### src/design/rvc_pkg.sv
// RVC expander definitions
package rvc_pkg;

  localparam int unsigned ILEN = 32;
  localparam int unsigned CLEN = 16;

  typedef logic [ILEN-1:0] instr_t;

  // --------------------
  // RV32I major opcodes
  // --------------------
  localparam logic [6:0] OPCODE_OP_IMM = 7'b0010011;
  localparam logic [6:0] OPCODE_OP     = 7'b0110011;
  localparam logic [6:0] OPCODE_LUI    = 7'b0110111;
  localparam logic [6:0] OPCODE_LOAD   = 7'b0000011;
  localparam logic [6:0] OPCODE_STORE  = 7'b0100011;
  localparam logic [6:0] OPCODE_BRANCH = 7'b1100011;
  localparam logic [6:0] OPCODE_JAL    = 7'b1101111;
  localparam logic [6:0] OPCODE_JALR   = 7'b1100111;

  // low two bits of a fetched word
  localparam logic [1:0] QUAD_C0   = 2'b00;
  localparam logic [1:0] QUAD_C1   = 2'b01;
  localparam logic [1:0] QUAD_C2   = 2'b10;
  localparam logic [1:0] QUAD_NONE = 2'b11;

  // --------------------
  // compressed funct3 rows
  // --------------------
  localparam logic [2:0] C0_ADDI4SPN = 3'b000;
  localparam logic [2:0] C0_FLD      = 3'b001;
  localparam logic [2:0] C0_LW       = 3'b010;
  localparam logic [2:0] C0_FLW      = 3'b011;
  localparam logic [2:0] C0_FSD      = 3'b101;
  localparam logic [2:0] C0_SW       = 3'b110;
  localparam logic [2:0] C0_FSW      = 3'b111;

  localparam logic [2:0] C1_ADDI         = 3'b000;
  localparam logic [2:0] C1_JAL          = 3'b001;
  localparam logic [2:0] C1_LI           = 3'b010;
  localparam logic [2:0] C1_LUI_ADDI16SP = 3'b011;
  localparam logic [2:0] C1_MISC_ALU     = 3'b100;
  localparam logic [2:0] C1_J            = 3'b101;
  localparam logic [2:0] C1_BEQZ         = 3'b110;
  localparam logic [2:0] C1_BNEZ         = 3'b111;

  localparam logic [2:0] C2_SLLI        = 3'b000;
  localparam logic [2:0] C2_FLDSP       = 3'b001;
  localparam logic [2:0] C2_LWSP        = 3'b010;
  localparam logic [2:0] C2_FLWSP       = 3'b011;
  localparam logic [2:0] C2_JALR_MV_ADD = 3'b100;
  localparam logic [2:0] C2_FSDSP       = 3'b101;
  localparam logic [2:0] C2_SWSP        = 3'b110;
  localparam logic [2:0] C2_FSWSP       = 3'b111;

  localparam logic [4:0] REG_ZERO = 5'd0;
  localparam logic [4:0] REG_RA   = 5'd1;
  localparam logic [4:0] REG_SP   = 5'd2;

  // rd'/rs1'/rs2' select x8..x15
  localparam logic [1:0] PRIME_PREFIX = 2'b01;

  localparam instr_t INSTR_EBREAK = 32'h0010_0073;

  // --------------------
  // compressed formats
  // --------------------
  typedef struct packed {
    logic [3:0] funct4;
    logic [4:0] rd_rs1;
    logic [4:0] rs2;
    logic [1:0] op;
  } cr_t;

  typedef struct packed {
    logic [2:0] funct3;
    logic       imm_hi;
    logic [4:0] rd_rs1;
    logic [4:0] imm_lo;
    logic [1:0] op;
  } ci_t;

  typedef struct packed {
    logic [2:0] funct3;
    logic [5:0] imm;
    logic [4:0] rs2;
    logic [1:0] op;
  } css_t;

  typedef struct packed {
    logic [2:0] funct3;
    logic [7:0] imm;
    logic [2:0] rd_p;
    logic [1:0] op;
  } ciw_t;

  // shared by CL and CS
  typedef struct packed {
    logic [2:0] funct3;
    logic [2:0] imm_hi;
    logic [2:0] rs1_p;
    logic [1:0] imm_lo;
    logic [2:0] rd_rs2_p;
    logic [1:0] op;
  } cl_t;

  typedef struct packed {
    logic [5:0] funct6;
    logic [2:0] rd_rs1_p;
    logic [1:0] funct2;
    logic [2:0] rs2_p;
    logic [1:0] op;
  } ca_t;

  typedef struct packed {
    logic [2:0] funct3;
    logic [2:0] off_hi;
    logic [2:0] rs1_p;
    logic [4:0] off_lo;
    logic [1:0] op;
  } cb_t;

  typedef struct packed {
    logic [2:0]  funct3;
    logic [10:0] target;
    logic [1:0]  op;
  } cj_t;

  typedef union packed {
    cr_t  cr;
    ci_t  ci;
    css_t css;
    ciw_t ciw;
    cl_t  cl;
    ca_t  ca;
    cb_t  cb;
    cj_t  cj;
  } c_instr_u;

endpackage

### src/design/rvc_quadrant0.sv
// RVC quadrant 0 expander
`timescale 1ns/10ps

module rvc_quadrant0 (
  input  rvc_pkg::c_instr_u c_instr_i,
  output rvc_pkg::instr_t   instr_o,
  output logic              illegal_o
);

  // prime registers widened to x8-x15
  logic [4:0] ciw_rd;
  logic [4:0] cl_rs1;
  logic [4:0] cl_rd_rs2;

  assign ciw_rd    = {rvc_pkg::PRIME_PREFIX, c_instr_i.ciw.rd_p};
  assign cl_rs1    = {rvc_pkg::PRIME_PREFIX, c_instr_i.cl.rs1_p};
  assign cl_rd_rs2 = {rvc_pkg::PRIME_PREFIX, c_instr_i.cl.rd_rs2_p};

  always_comb begin
    instr_o   = '0;
    illegal_o = 1'b0;

    unique case (c_instr_i.ciw.funct3)
      rvc_pkg::C0_ADDI4SPN: begin
        // addi rd', x2, nzuimm[9:2]
        instr_o = {2'b00, c_instr_i.ciw.imm[5:2], c_instr_i.ciw.imm[7:6],
                   c_instr_i.ciw.imm[0], c_instr_i.ciw.imm[1], 2'b00,
                   rvc_pkg::REG_SP, 3'b000, ciw_rd, rvc_pkg::OPCODE_OP_IMM};
        // zero immediate covers the all-zero illegal parcel too
        illegal_o = (c_instr_i.ciw.imm == 8'h00);
      end

      rvc_pkg::C0_LW: begin
        // lw rd', uimm[6:2](rs1')
        instr_o = {5'b00000, c_instr_i.cl.imm_lo[0], c_instr_i.cl.imm_hi,
                   c_instr_i.cl.imm_lo[1], 2'b00, cl_rs1, 3'b010, cl_rd_rs2,
                   rvc_pkg::OPCODE_LOAD};
      end

      rvc_pkg::C0_SW: begin
        // sw rs2', uimm[6:2](rs1')
        instr_o = {5'b00000, c_instr_i.cl.imm_lo[0], c_instr_i.cl.imm_hi[2],
                   cl_rd_rs2, cl_rs1, 3'b010, c_instr_i.cl.imm_hi[1:0],
                   c_instr_i.cl.imm_lo[1], 2'b00, rvc_pkg::OPCODE_STORE};
      end

      // no FPU behind this expander
      rvc_pkg::C0_FLD, rvc_pkg::C0_FLW, rvc_pkg::C0_FSD, rvc_pkg::C0_FSW: begin
        illegal_o = 1'b1;
      end

      // reserved row
      default: begin
        illegal_o = 1'b1;
      end
    endcase
  end

endmodule

### src/design/rvc_quadrant1.sv
// RVC quadrant 1 expander
`timescale 1ns/10ps

module rvc_quadrant1 (
  input  rvc_pkg::c_instr_u c_instr_i,
  output rvc_pkg::instr_t   instr_o,
  output logic              illegal_o
);

  logic [4:0]  rd_p;
  logic [4:0]  rs2_p;
  logic [4:0]  br_rs1;
  // c.j/c.jal offset, bit 0 is implied zero
  logic [11:1] j_off;
  // c.beqz/c.bnez offset, bit 0 is implied zero
  logic [8:1]  b_off;
  logic [11:0] sp_imm;

  assign rd_p   = {rvc_pkg::PRIME_PREFIX, c_instr_i.ca.rd_rs1_p};
  assign rs2_p  = {rvc_pkg::PRIME_PREFIX, c_instr_i.ca.rs2_p};
  assign br_rs1 = {rvc_pkg::PRIME_PREFIX, c_instr_i.cb.rs1_p};

  // undo the CJ bit scramble
  assign j_off = {c_instr_i.cj.target[10], c_instr_i.cj.target[6],
                  c_instr_i.cj.target[8:7], c_instr_i.cj.target[4],
                  c_instr_i.cj.target[5], c_instr_i.cj.target[0],
                  c_instr_i.cj.target[9], c_instr_i.cj.target[3:1]};

  assign b_off = {c_instr_i.cb.off_hi[2], c_instr_i.cb.off_lo[4:3],
                  c_instr_i.cb.off_lo[0], c_instr_i.cb.off_hi[1:0],
                  c_instr_i.cb.off_lo[2:1]};

  // nzimm[9:4] of c.addi16sp, sign extended
  assign sp_imm = {{3{c_instr_i.ci.imm_hi}}, c_instr_i.ci.imm_lo[2:1],
                   c_instr_i.ci.imm_lo[3], c_instr_i.ci.imm_lo[0],
                   c_instr_i.ci.imm_lo[4], 4'b0000};

  always_comb begin
    instr_o   = '0;
    illegal_o = 1'b0;

    unique case (c_instr_i.ci.funct3)
      rvc_pkg::C1_ADDI: begin
        // c.nop is simply addi x0, x0, 0
        instr_o = {{7{c_instr_i.ci.imm_hi}}, c_instr_i.ci.imm_lo, c_instr_i.ci.rd_rs1,
                   3'b000, c_instr_i.ci.rd_rs1, rvc_pkg::OPCODE_OP_IMM};
      end

      rvc_pkg::C1_LI: begin
        instr_o = {{7{c_instr_i.ci.imm_hi}}, c_instr_i.ci.imm_lo, rvc_pkg::REG_ZERO,
                   3'b000, c_instr_i.ci.rd_rs1, rvc_pkg::OPCODE_OP_IMM};
      end

      rvc_pkg::C1_LUI_ADDI16SP: begin
        if (c_instr_i.ci.rd_rs1 == rvc_pkg::REG_SP) begin
          // addi x2, x2, nzimm
          instr_o = {sp_imm, rvc_pkg::REG_SP, 3'b000, rvc_pkg::REG_SP,
                     rvc_pkg::OPCODE_OP_IMM};
        end else begin
          instr_o = {{15{c_instr_i.ci.imm_hi}}, c_instr_i.ci.imm_lo,
                     c_instr_i.ci.rd_rs1, rvc_pkg::OPCODE_LUI};
        end
        illegal_o = ({c_instr_i.ci.imm_hi, c_instr_i.ci.imm_lo} == 6'd0);
      end

      rvc_pkg::C1_MISC_ALU: begin
        unique case (c_instr_i.ca.funct6[1:0])
          2'b00, 2'b01: begin
            // srli / srai, bit 10 picks the arithmetic form
            instr_o = {1'b0, c_instr_i.cb.off_hi[0], 4'b0000, c_instr_i.cb.off_hi[2],
                       c_instr_i.cb.off_lo, rd_p, 3'b101, rd_p, rvc_pkg::OPCODE_OP_IMM};
          end
          2'b10: begin
            instr_o = {{7{c_instr_i.cb.off_hi[2]}}, c_instr_i.cb.off_lo, rd_p, 3'b111,
                       rd_p, rvc_pkg::OPCODE_OP_IMM};
          end
          default: begin
            unique case ({c_instr_i.ca.funct6[2], c_instr_i.ca.funct2})
              3'b000: instr_o = {7'b0100000, rs2_p, rd_p, 3'b000, rd_p, rvc_pkg::OPCODE_OP};
              3'b001: instr_o = {7'b0000000, rs2_p, rd_p, 3'b100, rd_p, rvc_pkg::OPCODE_OP};
              3'b010: instr_o = {7'b0000000, rs2_p, rd_p, 3'b110, rd_p, rvc_pkg::OPCODE_OP};
              3'b011: instr_o = {7'b0000000, rs2_p, rd_p, 3'b111, rd_p, rvc_pkg::OPCODE_OP};
              // subw/addw and the Zcb slots
              default: illegal_o = 1'b1;
            endcase
          end
        endcase
      end

      rvc_pkg::C1_JAL, rvc_pkg::C1_J: begin
        // c.jal links to ra, c.j discards the link
        instr_o = {j_off[11], j_off[10:1], j_off[11], {8{j_off[11]}},
                   (c_instr_i.cj.funct3 == rvc_pkg::C1_JAL) ? rvc_pkg::REG_RA
                                                            : rvc_pkg::REG_ZERO,
                   rvc_pkg::OPCODE_JAL};
      end

      rvc_pkg::C1_BEQZ, rvc_pkg::C1_BNEZ: begin
        // funct3 bit 0 gives beq vs bne
        instr_o = {{4{b_off[8]}}, b_off[7:5], rvc_pkg::REG_ZERO, br_rs1,
                   2'b00, c_instr_i.cb.funct3[0], b_off[4:1], b_off[8],
                   rvc_pkg::OPCODE_BRANCH};
      end
    endcase
  end

endmodule

### src/design/rvc_quadrant2.sv
// RVC quadrant 2 expander
`timescale 1ns/10ps

module rvc_quadrant2 (
  input  rvc_pkg::c_instr_u c_instr_i,
  output rvc_pkg::instr_t   instr_o,
  output logic              illegal_o
);

  logic rs2_zero;
  logic rd_zero;

  assign rs2_zero = (c_instr_i.cr.rs2 == rvc_pkg::REG_ZERO);
  assign rd_zero  = (c_instr_i.cr.rd_rs1 == rvc_pkg::REG_ZERO);

  always_comb begin
    instr_o   = '0;
    illegal_o = 1'b0;

    unique case (c_instr_i.ci.funct3)
      rvc_pkg::C2_SLLI: begin
        instr_o = {6'b000000, c_instr_i.ci.imm_hi, c_instr_i.ci.imm_lo,
                   c_instr_i.ci.rd_rs1, 3'b001, c_instr_i.ci.rd_rs1,
                   rvc_pkg::OPCODE_OP_IMM};
      end

      rvc_pkg::C2_LWSP: begin
        // lw rd, uimm[7:2](x2)
        instr_o = {4'b0000, c_instr_i.ci.imm_lo[1:0], c_instr_i.ci.imm_hi,
                   c_instr_i.ci.imm_lo[4:2], 2'b00, rvc_pkg::REG_SP, 3'b010,
                   c_instr_i.ci.rd_rs1, rvc_pkg::OPCODE_LOAD};
        illegal_o = (c_instr_i.ci.rd_rs1 == rvc_pkg::REG_ZERO);
      end

      rvc_pkg::C2_SWSP: begin
        // sw rs2, uimm[7:2](x2)
        instr_o = {4'b0000, c_instr_i.css.imm[1:0], c_instr_i.css.imm[5],
                   c_instr_i.css.rs2, rvc_pkg::REG_SP, 3'b010,
                   c_instr_i.css.imm[4:2], 2'b00, rvc_pkg::OPCODE_STORE};
      end

      // --------------------
      // register row
      // --------------------
      rvc_pkg::C2_JALR_MV_ADD: begin
        if (!c_instr_i.cr.funct4[0]) begin
          if (rs2_zero) begin
            // c.jr
            instr_o = {12'h000, c_instr_i.cr.rd_rs1, 3'b000, rvc_pkg::REG_ZERO,
                       rvc_pkg::OPCODE_JALR};
            illegal_o = rd_zero;
          end else begin
            // c.mv
            instr_o = {7'b0000000, c_instr_i.cr.rs2, rvc_pkg::REG_ZERO, 3'b000,
                       c_instr_i.cr.rd_rs1, rvc_pkg::OPCODE_OP};
          end
        end else if (rs2_zero && rd_zero) begin
          instr_o = rvc_pkg::INSTR_EBREAK;
        end else if (rs2_zero) begin
          // c.jalr links to ra
          instr_o = {12'h000, c_instr_i.cr.rd_rs1, 3'b000, rvc_pkg::REG_RA,
                     rvc_pkg::OPCODE_JALR};
        end else begin
          // c.add
          instr_o = {7'b0000000, c_instr_i.cr.rs2, c_instr_i.cr.rd_rs1, 3'b000,
                     c_instr_i.cr.rd_rs1, rvc_pkg::OPCODE_OP};
        end
      end

      // FP stack rows, on RV64 these would be ldsp/sdsp
      rvc_pkg::C2_FLDSP, rvc_pkg::C2_FLWSP, rvc_pkg::C2_FSDSP, rvc_pkg::C2_FSWSP: begin
        illegal_o = 1'b1;
      end
    endcase
  end

endmodule

### src/design/rvc_expander.sv
// RVC expander top level
`timescale 1ns/10ps

module rvc_expander (
  input  logic            clk_i,
  input  logic            rst_n_i,
  input  logic            valid_i,
  input  rvc_pkg::instr_t instr_i,
  output logic            valid_o,
  output logic            illegal_o,
  output logic            compressed_o,
  output rvc_pkg::instr_t instr_o
);

  rvc_pkg::c_instr_u c_instr;
  rvc_pkg::instr_t   q0_instr;
  rvc_pkg::instr_t   q1_instr;
  rvc_pkg::instr_t   q2_instr;
  logic              q0_illegal;
  logic              q1_illegal;
  logic              q2_illegal;
  rvc_pkg::instr_t   exp_instr;
  rvc_pkg::instr_t   instr_d;
  logic              illegal_d;
  logic              compressed_d;

  assign c_instr = instr_i[rvc_pkg::CLEN-1:0];

  // all three quadrants decode the same parcel in parallel
  rvc_quadrant0 i_quadrant0 (
    .c_instr_i (c_instr),
    .instr_o   (q0_instr),
    .illegal_o (q0_illegal)
  );

  rvc_quadrant1 i_quadrant1 (
    .c_instr_i (c_instr),
    .instr_o   (q1_instr),
    .illegal_o (q1_illegal)
  );

  rvc_quadrant2 i_quadrant2 (
    .c_instr_i (c_instr),
    .instr_o   (q2_instr),
    .illegal_o (q2_illegal)
  );

  always_comb begin
    exp_instr    = instr_i;
    illegal_d    = 1'b0;
    compressed_d = 1'b1;

    unique case (instr_i[1:0])
      rvc_pkg::QUAD_C0: begin
        exp_instr = q0_instr;
        illegal_d = q0_illegal;
      end
      rvc_pkg::QUAD_C1: begin
        exp_instr = q1_instr;
        illegal_d = q1_illegal;
      end
      rvc_pkg::QUAD_C2: begin
        exp_instr = q2_instr;
        illegal_d = q2_illegal;
      end
      rvc_pkg::QUAD_NONE: begin
        compressed_d = 1'b0;
      end
    endcase

    // decode stage gets the offending word untouched
    instr_d = illegal_d ? instr_i : exp_instr;
  end

  // --------------------
  // fetch to decode register
  // --------------------
  always_ff @(posedge clk_i or negedge rst_n_i) begin
    if (!rst_n_i) begin
      valid_o      <= 1'b0;
      instr_o      <= '0;
      illegal_o    <= 1'b0;
      compressed_o <= 1'b0;
    end else begin
      valid_o <= valid_i;
      // data holds while no word arrives
      if (valid_i) begin
        instr_o      <= instr_d;
        illegal_o    <= illegal_d;
        compressed_o <= compressed_d;
      end
    end
  end

  // --------------------
  // checks
  // --------------------
  a_full_word_legal: assert property (@(posedge clk_i) disable iff (!rst_n_i)
    valid_o && !compressed_o |-> !illegal_o)
    else $error("illegal flag raised on an uncompressed word");

  a_instr_known: assert property (@(posedge clk_i) disable iff (!rst_n_i)
    valid_o |-> !$isunknown(instr_o))
    else $error("expanded instruction has unknown bits");

  a_reset_quiet: assert property (@(posedge clk_i) !rst_n_i |-> !valid_o)
    else $error("valid_o high during reset");

endmodule

### config.mk
export PLATFORM = sky130hd
export DESIGN_NAME = rvc_expander
export DESIGN_NICKNAME = d
export VERILOG_FILES = /design/src/design/rvc_pkg.sv /design/src/design/rvc_quadrant0.sv /design/src/design/rvc_quadrant1.sv /design/src/design/rvc_quadrant2.sv /design/src/design/rvc_expander.sv
export SDC_FILE = /design/constraint.sdc
export NUM_CORES = 1
export LEC_CHECK = 0
export BUFFER_PORTS_ARGS = -buffer_cell sky130_fd_sc_hd__buf_2
export CORE_ASPECT_RATIO = 0.8
export CORE_MARGIN = 3
export CORE_UTILIZATION = 40
export CTS_BUF_LIST = sky130_fd_sc_hd__clkbuf_2
export CTS_CLUSTER_DIAMETER = 30
export DETAILED_ROUTE_END_ITERATION = 6
export PLACE_DENSITY = 0.69
export SKIP_CTS_REPAIR_TIMING = 1
export SLEW_MARGIN = 40
export SYNTH_ARGS = -nofsm -noshare
export SYNTH_HDL_FRONTEND = slang
export SYNTH_HIERARCHICAL = 1
export SYNTH_SLANG_ARGS = --single-unit
### constraint.sdc
create_clock -name clk_i -period 0.9 [get_ports clk_i]
set_clock_uncertainty 0.1 [all_clocks]
set_input_delay 0.135 -clock clk_i [delete_from_list [all_inputs] [get_ports clk_i]]
set_output_delay 0.135 -clock clk_i [all_outputs]
set_load 0.03 [all_outputs]
==> results.yml <==
status:
  status: "complete, but fails checks"
  violations: "hold timing, setup timing"
setup_path:
  startpoint_type: "input pin"
  cp_slowest_stage_delay_ps: 580
  path_cells: "buf_6, or4_4, nor2_4, a21o_1, mux2i_4, a211oi_4, buf_6, buf_12, and2_4, a221o_1"
  path_delay_family: "simple AND/OR/NAND/NOR gates"
  end_kind: "flip-flop"
  cp_num_buf_inv: 3
  worstSetupPathType: "input pin to flip-flop"
  reg2reg_to: "instr_o[4]"
  cpMostUsedCell: "buf_6"
  crit_arrival_ps: 2080
  crit_slowest_cell: "or4_4"
  ff2ff_path_depth: 2
  reg2reg_setup_slack_ps: -230
  required_ps: 1120
  r2r_start: "instr_o[4]"
  crit_fanout: 10
grt:
  antenna_found_initial: 0
  gr-usage-all-layers: 0.253
  grt_pass1_vias: 3911
  grt_max_degree: 36
  grt_pass1_wl_um: 21100
  grt_overflow: 0
floorplan:
  core_sq_mm: 0.00871
  die_w_um: 113
  io_pins: 70
  fp.dieArea_sq_mm: 0.0104
  start_util: 0.422
  rows: 30
  die_y_um: 91.8
yosys:
  synth_edf_count: 0
  synth-seq-cells: 35
  netlist_instances: 473
  synthDistinctLibCells: 65
  avgSynthCellArea_sq_um: 7.78
  ys_async_sr_fraction: 1.00
  synth_ff_type: "dfrtp_1"
  yosysWarnings: 6
  ys_seq_area_frac: 0.238
  syn_area_sq_mm: 0.00368
detailed_routing:
  via_count: 4351
  wl_um: 14500
  route.detailed.drc: 0
  wl_per_cell_um: 19.3
  dr.pass1.iters: 7
  detail-route-antenna-nets: 0
  drtIter0Drc: 465
  vias_per_cell: 5.78
layout:
  fin_cells: 753
  layout-drive-gt1-share: 0.393
  fin_nets: 675
  seq_area_sq_um: 876
  n_fill_cell: 774
  multi_input_area_sq_mm: 0.00258
  diodes: 0
  finalInstanceArea_sq_mm: 0.00540
  area_growth_pct: 46.9
power_and_ir_drop:
  p_total_mw: 5.80
  peakVddDrop_mv: 0.692
  pwr_density_cell_mw_per_mm2: 1070
  leakage_nw: 2.61
timing:
  setup_viol: 69
  setup_tns_ps: -40910
  max_freq_mhz: 539
  finalCriticalPeriod_ps: 1860
  rsz0062_at_grt: "true"
  worst_pin_slew_ps: 767
  slew_headroom: 0.488
  hold_ws_ps: -75.1
  hold_viol: 14
  slew_violations: 0
  finalWorstSetupSlack_ps: -957
  fin_crit_sh: 2.06
clocking:
  cts_tree: "yes"
  cts_root_buffer: "clkbuf_2"
  cts_made_buffers: 5
  clk_path_buf_depth: 2
  cts.sinks: 35
  htreeDepth: 2
  clk_latency_ps: 400
  cts.clk_slew.worst_paths_ps: 210
place:
  port_buffers: 69
  dp_hpwl_um: 10300
  post_dp_cell_area_sq_mm: 0.00474
  place.gp.congestion: 0.970
  placedCellCount: 718
worst_hold_path:
  hp-class: "input pin to flip-flop"
  min_to: "instr_o[19]"
  worstHoldStart: "instr_i[19]"
  min_path_cells: 3
job:
  drv_cap: 0
[stage by stage]
step,setup WS (ps),util
after global placement,-1280,0.544
after CTS,-953,0.549
after floorplan,-1080,-
final,-957,0.621
after detailed placement,-1350,0.545
after global routing,-959,0.621
[how the worst max path moves through the flow]
stage	start	to	slack (ps)	cells past startpoint
floorplan	instr_i[9]	instr_o[22]	-1080	8
global placement	instr_i[9]	instr_o[9]	-1280	8
detailed placement	instr_i[9]	instr_o[4]	-1350	8
CTS	instr_i[9]	instr_o[2]	-950	9
global route	instr_i[8]	instr_o[2]	-960	10
finish	instr_i[8]	instr_o[6]	-960	10
[layout make-up]
cell class,count,area share
timing repair buffer,202,0.319
clock buffer,6,0.00556
sequential,35,0.162
tap,112,0.0259
multi-input combinational,383,0.477
clock inverter,2,0.00139
inverter,13,0.00903
[synth_stat cells (3+ instances only)]
library cell | number | area (sq um)
a32oi_1 | 4 | 35.0
dfrtp_1 | 35 | 876
nor2b_1 | 8 | 50.1
a22o_1 | 4 | 35.0
nand4_1 | 3 | 18.8
nor2_1 | 22 | 82.6
nand2_1 | 69 | 259
a211oi_2 | 3 | 37.5
a31oi_1 | 3 | 18.8
nor3_1 | 5 | 25.0
mux2_2 | 3 | 33.8
inv_1 | 11 | 41.3
buf_4 | 25 | 188
a221o_1 | 32 | 320
and2_1 | 49 | 307
mux2i_1 | 34 | 340
a21oi_1 | 14 | 70.1
o21ai_0 | 55 | 275
clkbuf_1 | 11 | 41.3
nand3_1 | 12 | 60.1
buf_2 | 14 | 70.1
[per-layer routing]
layer,track usage,up-vias,share of wire
li1,-,2008,-
met1,0.362,2066,0.44
met2,0.391,248,0.44
met3,0.0495,29,0.093
met4,0.0641,0,0.020
met5,0,-,0
[power by group]
group	total, mW	switching (mW)	internal [mW]
Sequential	1.93	0.157	1.77
Combinational	3.12	1.58	1.53
Clock	0.754	0.567	0.187
Total	5.80	2.31	3.49
[placed cells by master, fill, tap and decap left out, drive strengths merged, types with 3 or more instances in the layout]
master       count
nor3             9
a21oi           16
a221o           33
nand4            3
a31oi            3
a211oi           4
a32oi            4
buf            197
conb            14
dlygate4sd3      3
dfrtp           35
mux2             3
nand2           69
nor2b            9
a22o             4
nand3           12
nor3b            3
nor2            23
and3             3
clkbuf           8
o21ai           57
mux2i           34
and2            50
inv             13
[state kept, by name, indices dropped and copies added, names as in the netlist]
signal	count
instr_o	32
compressed_o	1
valid_o	1
illegal_o	1
[cells by family after synthesis]
kind of cell,synth area share
flip-flops,0.238
AND/OR/NAND/NOR,0.284
AO/OA/AOI/OAI,0.270
buffers and inverters,0.103
multiplexers,0.102
other,0.00204
[worst reg2reg max path: stages (launching register included)]
cell and delay [ps]:
dfrtp_1 450, buf_4 150, a221o_1 340
Power figures use the tool's default switching activity.
